===== src/design/cache_pkg.sv =====
package cache_pkg;

  // ------------------------------------------------------------
  // address and data layout
  // ------------------------------------------------------------
  localparam int saddr_width = 16;
  localparam int blk_width   = 32;
  localparam int num_way     = 4;
  localparam int num_set     = 16;
  localparam int way_width   = 2;
  // set index sits in the low address bits
  localparam int idx_width   = 4;
  localparam int tag_width   = saddr_width - idx_width;

  // ------------------------------------------------------------
  // line coherence state
  // ------------------------------------------------------------
  typedef enum logic [2:0] {
    invalid   = 3'd0,
    shared    = 3'd1,
    exclusive = 3'd2,
    modified  = 3'd3,
    migrated  = 3'd4
  } blk_state_t;

  // core request ops
  typedef enum logic [1:0] {
    cdreq_rd  = 2'd0,
    cdreq_md  = 2'd1,
    cdreq_wb  = 2'd2,
    cdreq_rfo = 2'd3
  } cdreq_op_t;

  // downstream request ops
  typedef enum logic [1:0] {
    sdreq_rd  = 2'd0,
    sdreq_rfo = 2'd1,
    sdreq_inv = 2'd2
  } sdreq_op_t;

  // downstream response kind, snoop means another cache supplied the line
  typedef enum logic {
    sursp_snoop = 1'b0,
    sursp_fetch = 1'b1
  } sursp_rsp_t;

  // request FSM
  typedef enum logic [2:0] {
    st_idle       = 3'd0,
    st_allocate   = 3'd1,
    st_init_sdreq = 3'd2,
    st_wait_sursp = 3'd3,
    st_send_rsp   = 3'd4
  } req_state_t;

endpackage


===== src/design/req_slot.sv =====
`timescale 1ns/1ps

module req_slot (
  input  logic                                clk,
  input  logic                                rst_n,
  input  logic                                cdreq_valid,
  input  cache_pkg::cdreq_op_t                cdreq_op,
  input  logic [cache_pkg::saddr_width-1:0]   cdreq_addr,
  input  logic [cache_pkg::blk_width-1:0]     cdreq_data,
  input  logic                                slot_release,
  output logic                                cdreq_ready,
  output logic                                full,
  output cache_pkg::cdreq_op_t                op_bf,
  output logic [cache_pkg::saddr_width-1:0]   addr_bf,
  output logic [cache_pkg::blk_width-1:0]     data_bf
);

  logic accept;

  // slot open whenever nothing is held
  assign cdreq_ready = !full;
  assign accept      = cdreq_valid && cdreq_ready;

  always_ff @(posedge clk or negedge rst_n) begin
    if (!rst_n) begin
      full <= 1'b0;
    end else if (accept) begin
      full <= 1'b1;
    end else if (slot_release) begin
      full <= 1'b0;
    end
  end

  // payload only
  always_ff @(posedge clk) begin
    if (accept) begin
      op_bf   <= cdreq_op;
      addr_bf <= cdreq_addr;
      data_bf <= cdreq_data;
    end
  end

  // controller only lets go of a request that is actually held
  a_release_when_full : assert property (
    @(posedge clk) disable iff (!rst_n)
    slot_release |-> full
  );

endmodule


===== src/design/line_store.sv =====
`timescale 1ns/1ps

module line_store (
  input  logic                                clk,
  input  logic                                rst_n,
  input  logic [cache_pkg::saddr_width-1:0]   addr_bf,
  input  logic [cache_pkg::way_width-1:0]     victim_way,
  input  logic                                st_we,
  input  cache_pkg::blk_state_t               st_nxt,
  input  logic                                tag_we,
  input  logic                                dat_we,
  input  logic [cache_pkg::blk_width-1:0]     dat_in,
  output logic                                hit,
  output logic [cache_pkg::way_width-1:0]     sel_way,
  output cache_pkg::blk_state_t               sel_state,
  output logic [cache_pkg::blk_width-1:0]     sel_data
);

  // ------------------------------------------------------------
  // line arrays
  // ------------------------------------------------------------
  cache_pkg::blk_state_t                st_mem  [cache_pkg::num_set][cache_pkg::num_way];
  logic [cache_pkg::tag_width-1:0]      tag_mem [cache_pkg::num_set][cache_pkg::num_way];
  logic [cache_pkg::blk_width-1:0]      dat_mem [cache_pkg::num_set][cache_pkg::num_way];

  logic [cache_pkg::idx_width-1:0]      idx;
  logic [cache_pkg::tag_width-1:0]      tag;
  logic [cache_pkg::num_way-1:0]        way_hit;
  logic [cache_pkg::way_width-1:0]      hit_way;

  assign idx = addr_bf[cache_pkg::idx_width-1:0];
  assign tag = addr_bf[cache_pkg::saddr_width-1:cache_pkg::idx_width];

  // ------------------------------------------------------------
  // four-way lookup
  // ------------------------------------------------------------
  always_comb begin
    hit     = 1'b0;
    hit_way = '0;
    for (int w = 0; w < cache_pkg::num_way; w++) begin
      way_hit[w] = (st_mem[idx][w] != cache_pkg::invalid) && (tag_mem[idx][w] == tag);
      if (way_hit[w] && !hit) begin
        hit     = 1'b1;
        hit_way = cache_pkg::way_width'(w);
      end
    end
  end

  // miss lands in the LRU victim
  assign sel_way   = hit ? hit_way : victim_way;
  assign sel_state = st_mem[idx][sel_way];
  assign sel_data  = dat_mem[idx][sel_way];

  // ------------------------------------------------------------
  // line writes
  // ------------------------------------------------------------
  always_ff @(posedge clk or negedge rst_n) begin
    if (!rst_n) begin
      for (int s = 0; s < cache_pkg::num_set; s++) begin
        for (int w = 0; w < cache_pkg::num_way; w++) begin
          st_mem[s][w] <= cache_pkg::invalid;
        end
      end
    end else if (st_we) begin
      st_mem[idx][sel_way] <= st_nxt;
    end
  end

  always_ff @(posedge clk) begin
    if (tag_we) begin
      tag_mem[idx][sel_way] <= tag;
    end
    if (dat_we) begin
      dat_mem[idx][sel_way] <= dat_in;
    end
  end

endmodule


===== src/design/lru_tracker.sv =====
`timescale 1ns/1ps

module lru_tracker (
  input  logic                                clk,
  input  logic                                rst_n,
  input  logic [cache_pkg::idx_width-1:0]     set_idx,
  input  logic                                touch,
  input  logic [cache_pkg::way_width-1:0]     touch_way,
  output logic [cache_pkg::way_width-1:0]     victim_way
);

  // age 0 is oldest, num_way-1 is most recent
  logic [cache_pkg::way_width-1:0] ages [cache_pkg::num_set][cache_pkg::num_way];
  logic [cache_pkg::way_width-1:0] touch_age;
  logic                            found;

  assign touch_age = ages[set_idx][touch_way];

  always_ff @(posedge clk or negedge rst_n) begin
    if (!rst_n) begin
      for (int s = 0; s < cache_pkg::num_set; s++) begin
        for (int w = 0; w < cache_pkg::num_way; w++) begin
          ages[s][w] <= cache_pkg::way_width'(w);
        end
      end
    end else if (touch) begin
      for (int w = 0; w < cache_pkg::num_way; w++) begin
        if (ages[set_idx][w] > touch_age) begin
          ages[set_idx][w] <= ages[set_idx][w] - 1'b1;
        end else if (cache_pkg::way_width'(w) == touch_way) begin
          ages[set_idx][w] <= cache_pkg::way_width'(cache_pkg::num_way - 1);
        end
      end
    end
  end

  // lowest numbered way holding age 0
  always_comb begin
    victim_way = '0;
    found      = 1'b0;
    for (int w = 0; w < cache_pkg::num_way; w++) begin
      if (!found && ages[set_idx][w] == '0) begin
        victim_way = cache_pkg::way_width'(w);
        found      = 1'b1;
      end
    end
  end

endmodule


===== src/design/core_req_ctrl.sv =====
`timescale 1ns/1ps

module core_req_ctrl (
  input  logic                                clk,
  input  logic                                rst_n,
  input  logic                                full,
  input  cache_pkg::cdreq_op_t                op_bf,
  input  logic [cache_pkg::saddr_width-1:0]   addr_bf,
  input  logic [cache_pkg::blk_width-1:0]     data_bf,
  input  logic                                hit,
  input  cache_pkg::blk_state_t               sel_state,
  input  logic [cache_pkg::blk_width-1:0]     sel_data,
  input  logic                                sdreq_ready,
  input  logic                                sursp_valid,
  input  cache_pkg::sursp_rsp_t               sursp_rsp,
  input  logic [cache_pkg::blk_width-1:0]     sursp_data,
  input  logic                                cursp_ready,
  output logic                                slot_release,
  output logic                                st_we,
  output cache_pkg::blk_state_t               st_nxt,
  output logic                                tag_we,
  output logic                                dat_we,
  output logic [cache_pkg::blk_width-1:0]     dat_in,
  output logic                                touch,
  output logic                                sdreq_valid,
  output cache_pkg::sdreq_op_t                sdreq_op,
  output logic [cache_pkg::saddr_width-1:0]   sdreq_addr,
  output logic                                sursp_ready,
  output logic                                cursp_valid,
  output logic [cache_pkg::blk_width-1:0]     cursp_data
);

  cache_pkg::req_state_t state, state_nxt;
  cache_pkg::sursp_rsp_t rsp_q;

  logic is_rd, is_wb, need_inv;
  logic sdreq_hs, sursp_hs, cursp_hs;

  assign is_rd    = (op_bf == cache_pkg::cdreq_rd);
  assign is_wb    = (op_bf == cache_pkg::cdreq_wb);
  // md or rfo on a shared line must invalidate other copies first
  assign need_inv = hit && (sel_state == cache_pkg::shared) &&
                    ((op_bf == cache_pkg::cdreq_md) || (op_bf == cache_pkg::cdreq_rfo));

  assign sdreq_hs = sdreq_valid && sdreq_ready;
  assign sursp_hs = sursp_valid && sursp_ready;
  assign cursp_hs = cursp_valid && cursp_ready;

  // ------------------------------------------------------------
  // request FSM
  // ------------------------------------------------------------
  always_comb begin
    state_nxt = state;
    case (state)
      cache_pkg::st_idle:       if (full) state_nxt = cache_pkg::st_allocate;
      cache_pkg::st_allocate:   state_nxt = (hit && !need_inv) ? cache_pkg::st_send_rsp
                                                               : cache_pkg::st_init_sdreq;
      cache_pkg::st_init_sdreq: if (sdreq_hs) state_nxt = cache_pkg::st_wait_sursp;
      cache_pkg::st_wait_sursp: if (sursp_hs) state_nxt = cache_pkg::st_send_rsp;
      cache_pkg::st_send_rsp:   if (cursp_hs) state_nxt = cache_pkg::st_idle;
      default:                  state_nxt = cache_pkg::st_idle;
    endcase
  end

  always_ff @(posedge clk or negedge rst_n) begin
    if (!rst_n) begin
      state <= cache_pkg::st_idle;
    end else begin
      state <= state_nxt;
    end
  end

  // fill kind decides shared vs exclusive later
  always_ff @(posedge clk) begin
    if (sursp_hs) begin
      rsp_q <= sursp_rsp;
    end
  end

  // ------------------------------------------------------------
  // channel outputs
  // ------------------------------------------------------------
  assign sdreq_valid = (state == cache_pkg::st_init_sdreq);
  assign sursp_ready = (state == cache_pkg::st_wait_sursp);
  assign cursp_valid = (state == cache_pkg::st_send_rsp);
  assign sdreq_addr  = addr_bf;

  always_comb begin
    if (need_inv) begin
      sdreq_op = cache_pkg::sdreq_inv;
    end else if (is_rd) begin
      sdreq_op = cache_pkg::sdreq_rd;
    end else begin
      sdreq_op = cache_pkg::sdreq_rfo;
    end
  end

  // only rd and rfo return the line
  assign cursp_data = (is_rd || op_bf == cache_pkg::cdreq_rfo) ? sel_data : '0;

  // ------------------------------------------------------------
  // line updates at the response handshake except fills
  // ------------------------------------------------------------
  assign slot_release = cursp_hs;
  assign touch        = cursp_hs;
  assign st_we        = cursp_hs;
  assign tag_we       = cursp_hs && !hit;

  always_comb begin
    if (hit && is_rd) begin
      st_nxt = sel_state;
    end else if (hit) begin
      st_nxt = is_wb ? cache_pkg::modified : cache_pkg::migrated;
    end else if (is_rd) begin
      st_nxt = (rsp_q == cache_pkg::sursp_snoop) ? cache_pkg::shared : cache_pkg::exclusive;
    end else begin
      st_nxt = cache_pkg::migrated;
    end
  end

  assign dat_we = (cursp_hs && is_wb) || (sursp_hs && !is_wb && !need_inv &&
                  (is_rd || op_bf == cache_pkg::cdreq_rfo));
  assign dat_in = is_wb ? data_bf : sursp_data;

  // ------------------------------------------------------------
  // checks
  // ------------------------------------------------------------
  a_cursp_stable : assert property (
    @(posedge clk) disable iff (!rst_n)
    cursp_valid && !cursp_ready |=> cursp_valid && $stable(cursp_data)
  );

  a_sdreq_stable : assert property (
    @(posedge clk) disable iff (!rst_n)
    sdreq_valid && !sdreq_ready |=> sdreq_valid && $stable(sdreq_op) && $stable(sdreq_addr)
  );

endmodule


===== src/design/cache_mem_top.sv =====
`timescale 1ns/1ps

module cache_mem_top (
  input  logic                                clk,
  input  logic                                rst_n,
  // core request
  input  logic                                cdreq_valid,
  input  cache_pkg::cdreq_op_t                cdreq_op,
  input  logic [cache_pkg::saddr_width-1:0]   cdreq_addr,
  input  logic [cache_pkg::blk_width-1:0]     cdreq_data,
  output logic                                cdreq_ready,
  // core response
  output logic                                cursp_valid,
  output logic [cache_pkg::blk_width-1:0]     cursp_data,
  input  logic                                cursp_ready,
  // downstream request
  output logic                                sdreq_valid,
  output cache_pkg::sdreq_op_t                sdreq_op,
  output logic [cache_pkg::saddr_width-1:0]   sdreq_addr,
  input  logic                                sdreq_ready,
  // downstream response
  input  logic                                sursp_valid,
  input  cache_pkg::sursp_rsp_t               sursp_rsp,
  input  logic [cache_pkg::blk_width-1:0]     sursp_data,
  output logic                                sursp_ready
);

  logic                              full, slot_release;
  cache_pkg::cdreq_op_t              op_bf;
  logic [cache_pkg::saddr_width-1:0] addr_bf;
  logic [cache_pkg::blk_width-1:0]   data_bf;

  logic                              hit;
  logic [cache_pkg::way_width-1:0]   sel_way, victim_way;
  cache_pkg::blk_state_t             sel_state, st_nxt;
  logic [cache_pkg::blk_width-1:0]   sel_data, dat_in;
  logic                              st_we, tag_we, dat_we, touch;

  req_slot u_req_slot (
    .clk, .rst_n, .cdreq_valid, .cdreq_op, .cdreq_addr, .cdreq_data,
    .slot_release, .cdreq_ready, .full, .op_bf, .addr_bf, .data_bf
  );

  line_store u_line_store (
    .clk, .rst_n, .addr_bf, .victim_way, .st_we, .st_nxt, .tag_we, .dat_we, .dat_in,
    .hit, .sel_way, .sel_state, .sel_data
  );

  lru_tracker u_lru_tracker (
    .clk, .rst_n,
    .set_idx   (addr_bf[cache_pkg::idx_width-1:0]),
    .touch,
    .touch_way (sel_way),
    .victim_way
  );

  core_req_ctrl u_core_req_ctrl (
    .clk, .rst_n, .full, .op_bf, .addr_bf, .data_bf, .hit, .sel_state, .sel_data,
    .sdreq_ready, .sursp_valid, .sursp_rsp, .sursp_data, .cursp_ready,
    .slot_release, .st_we, .st_nxt, .tag_we, .dat_we, .dat_in, .touch,
    .sdreq_valid, .sdreq_op, .sdreq_addr, .sursp_ready, .cursp_valid, .cursp_data
  );

endmodule


===== config.mk =====
export PLATFORM = sky130hd
export DESIGN_NAME = cache_mem_top
export DESIGN_NICKNAME = d
export VERILOG_FILES = /design/src/design/cache_pkg.sv /design/src/design/req_slot.sv /design/src/design/line_store.sv /design/src/design/lru_tracker.sv /design/src/design/core_req_ctrl.sv /design/src/design/cache_mem_top.sv
export SDC_FILE = /design/constraint.sdc
export NUM_CORES = 2
export LEC_CHECK = 0
export BUFFER_PORTS_ARGS = -buffer_cell sky130_fd_sc_hd__buf_4
export CAP_MARGIN = 10
export CORE_UTILIZATION = 55
export CTS_CLUSTER_DIAMETER = 120
export DETAILED_ROUTE_END_ITERATION = 8
export PLACE_DENSITY = 0.68
export SETUP_SLACK_MARGIN = 0.02
export SYNTH_ARGS = -nofsm -noshare
export SYNTH_HDL_FRONTEND = slang
export SYNTH_SLANG_ARGS = --single-unit

===== constraint.sdc =====
create_clock -name clk -period 10.95 [get_ports clk]
set_input_delay 0.5475 -clock clk [delete_from_list [all_inputs] [get_ports clk]]
set_output_delay 0.5475 -clock clk [all_outputs]
set_load 0.05 [all_outputs]

==> insert_results.sql <==
INSERT INTO impl_metrics (metric_group, metric, value, unit) VALUES
('status', 'outcome', 'finished, final reports clean', ''),
('timing', 'fin_crit_sh', '78.9', '%'),
('critical_path', 'rr_worst_depth', '13', ''),
('worst_hold_path', 'hp-class', 'in -> reg', ''),
('synthesis', 'yosys_warnings', '0', ''),
('synthesis', 'synth_edf_count', '2867', ''),
('pwr', 'comb_power_share', '17.7', '%'),
('clock_network', 'tritoncts', 'done', ''),
('grt', 'grt.overflow.total', '0', ''),
('clock_network', 'cts_setup_buffers', '0', ''),
('synthesis', 'syn_nets', '6159', ''),
('timing', 'timing.fmax', '116', 'MHz'),
('flow_run', 'drv_cap', '0', ''),
('clock_network', 'clock_tree.root_cell', 'sky130_fd_sc_hd__clkbuf_16', ''),
('drt', 'dr.pass1.iters', '6', ''),
('timing', 'post-route-worst-setup-slack', '2320', 'ps'),
('pwr', 'ir_worst_vdd', '0.143', 'mV'),
('floorplan', 'fp.dieArea', '0.232', 'sq mm'),
('pwr', 'power_switching_share', '26.6', '%'),
('synthesis', 'synth-compound-area-share', '2.86', '%'),
('drt', 'vias_per_cell', '6.59', ''),
('grt', 'met2_usage', '44.4', '%'),
('critical_path', 'critical_path_required', '10400', 'ps'),
('critical_path', 'r2r-end', 'u_line_store.dat_mem[5][8]', ''),
('synthesis', 'synth_top_cell_by_area', 'sky130_fd_sc_hd__edfxtp_1', ''),
('placement', 'place.port_buffers', '142', ''),
('placement', 'dp_hpwl', '184000', 'microns'),
('clock_network', 'clk_pin_slew_worst_paths', '60', 'ps'),
('drt', 'drc_errors', '0', ''),
('worst_hold_path', 'holdCritStartpoint', 'sdreq_ready', ''),
('critical_path', 'crit_path_end_kind', 'output pin', ''),
('drt', 'dr_total_vias', '64200', ''),
('pwr', 'cellPowerDensity', '211', 'mW/mm^2'),
('clock_network', 'worstSkewPairLatency', '960', 'ps'),
('pwr', 'clock_power_share', '36.7', '%'),
('placement', 'placed_instance_count', '9096', ''),
('synthesis', 'synthXorXnorAreaFrac', '0.399', '%'),
('pwr', 'p_int', '22.2', 'mW'),
('synthesis', 'synth.most_common_cell', 'sky130_fd_sc_hd__edfxtp_1', ''),
('synthesis', 'synth_top_family_by_area', 'multiplexers', ''),
('placement', 'placement.cell_area', '0.132', 'sq mm'),
('synthesis', 'yosys.area_share.adder', '0.158', '%'),
('clock_network', 'ctsHtreeMaxLevel', '5', ''),
('grt', 'grtUsageMet1', '39.3', '%'),
('pwr', 'power.static_leakage', '47.2', 'nW'),
('placement', 'gp_congestion', '0.876', ''),
('cells_and_area', 'fin_cells', '9742', ''),
('clock_network', 'numCtsBuffers', '336', ''),
('pwr', 'power_frac_seq', '45.6', '%'),
('timing', 'finalClockSkew', '70.0', 'ps'),
('synthesis', 'synthSimpleGateAreaFrac', '2.74', '%'),
('grt', 'gr-usage-met3', '4.78', '%'),
('critical_path', 'timing.reg2reg.setup_slack', '3590', 'ps'),
('synthesis', 'synth.yosys.seq_area_share', '74.5', '%'),
('critical_path', 'critPathKind', 'reg -> out', ''),
('critical_path', 'cp-endpoint', 'cursp_data[30]', ''),
('timing', 'setup_viol', '0', ''),
('cells_and_area', 'multiInputGateArea', '0.0310', 'sq mm'),
('cells_and_area', 'flow.area_growth_from_synthesis', '13.3', '%'),
('clock_network', 'ctsLongestPathBuffers', '4', ''),
('synthesis', 'syn-mean-instance-area', '20.9', 'sq um'),
('grt', 'grt-busiest-layer', 'met2', ''),
('critical_path', 'worstPathArrival', '8090', 'ps'),
('floorplan', 'floorplan.initialDensity', '55.5', '%'),
('timing', 'fin_worst_hold_slack', '62.6', 'ps'),
('drt', 'final_antenna_net_count', '0', ''),
('timing', 'tightest_slew', '1210', 'ps'),
('cells_and_area', 'num-fill-cells', '15400', ''),
('synthesis', 'synth_top_flop_cell', 'sky130_fd_sc_hd__edfxtp_1', ''),
('synthesis', 'synthTopCellsByCount', '2867 x sky130_fd_sc_hd__edfxtp_1, 878 x sky130_fd_sc_hd__mux4_2, 334 x sky130_fd_sc_hd__nor2_1', ''),
('synthesis', 'synth_top_cell_area_share', '68.0', '%');
flip-flops by register name, summed over array words and instances, names as in the netlist, named ones only:
register               count
u_req_slot.addr_bf        16
u_lru_tracker.ages       128
u_core_req_ctrl.state      3
u_req_slot.op_bf           2
u_line_store.dat_mem    2048
u_core_req_ctrl.rsp_q      1
u_line_store.st_mem      192
u_line_store.tag_mem     768
u_req_slot.full            1
u_req_slot.data_bf        32
how the worst min path moves through the flow:
| stage | endpoint | slack [ps] | cells past startpoint |
|---|---|---|---|
| global placement | u_line_store.st_mem[1] | 460 | 2 |
| global route | u_core_req_ctrl.state[0] | 50 | 4 |
| floorplan | u_core_req_ctrl.state[0] | 250 | 0 |
| finish | u_core_req_ctrl.state[0] | 60 | 4 |
| detailed placement | u_line_store.st_mem[103] | 470 | 2 |
| CTS | u_core_req_ctrl.state[0] | 4 | 4 |
cell usage in the layout, fill, tap and decap left out, drive strengths merged, types with 7 or more instances in the layout:
cell type       n
mux4          880
dfrtp         260
ha             16
nand2b          7
mux2i         144
nor3b           8
clkinv        122
bufinv         32
or2            12
nand3          28
a31oi          12
o2111ai         7
xnor2          40
buf           392
dlygate4sd3    56
a22o            9
nor2          335
o22ai          14
a311oi          7
inv            35
a22oi          28
a211oi         47
a21oi         136
o22a          129
nor2b          26
o21ai          64
mux2          125
or3             9
a2111oi        14
nor3           82
clkbuf        417
nand2         177
and3           14
and2           14
xor2           16
dfstp          64
clkinvlp       11
edfxtp       2867
layout make-up:
cell class,instances,share of cell area (%)
antenna,5,0.00871
clock buffer,417,6.25
clock inverter,168,1.15
inverter,32,0.0898
multi-input combinational,2468,21.6
sequential,3195,65.7
tap,3009,2.62
timing repair buffer,448,2.53
worst max-delay path: stages, from the launching register on:
cell	delay, ps
sky130_fd_sc_hd__dfxtp_4	870
sky130_fd_sc_hd__buf_12	470
sky130_fd_sc_hd__or2_0	630
sky130_fd_sc_hd__nor2_1	140
sky130_fd_sc_hd__or4_1	540
sky130_fd_sc_hd__a211o_1	320
sky130_fd_sc_hd__a2111o_1	560
sky130_fd_sc_hd__o21ai_0	550
sky130_fd_sc_hd__nor2_1	220
sky130_fd_sc_hd__nor2_4	800
sky130_fd_sc_hd__buf_4	560
sky130_fd_sc_hd__nor2_1	160
sky130_fd_sc_hd__a2111oi_0	770
sky130_fd_sc_hd__buf_4	250
sky130_fd_sc_hd__buf_4	190
power groups by stage:
stage / Combinational, mW / Sequential (mW) / Clock [mW]
after floorplan: 3.40 / 14.1 / 0
after global placement: 5.28 / 14.1 / 0
after detailed placement: 5.33 / 14.1 / 0
after CTS: 5.36 / 13.8 / 11.2
after global routing: 5.60 / 13.8 / 11.7
final: 5.36 / 13.8 / 11.1
layer usage:
metal	share of wire [%]	wire length, microns
met1	39	125000
met4	4.5	14700
met3	8.4	27300
met2	48	156000
met5	0.0034	11
what timing repair did:
action / CTS / global route
endpoints found under the hold margin: 138 / 0
hold buffers: 56 / 0
resized for setup: 0 / 0
kinds of logic after synthesis:
family / after synthesis
flops: 3195
mux: 1149
simple gates: 731
compound gates: 516
buf+inv: 391
xor+xnor: 56
fa+ha+maj: 16
(Power assumes the default switching activity.)
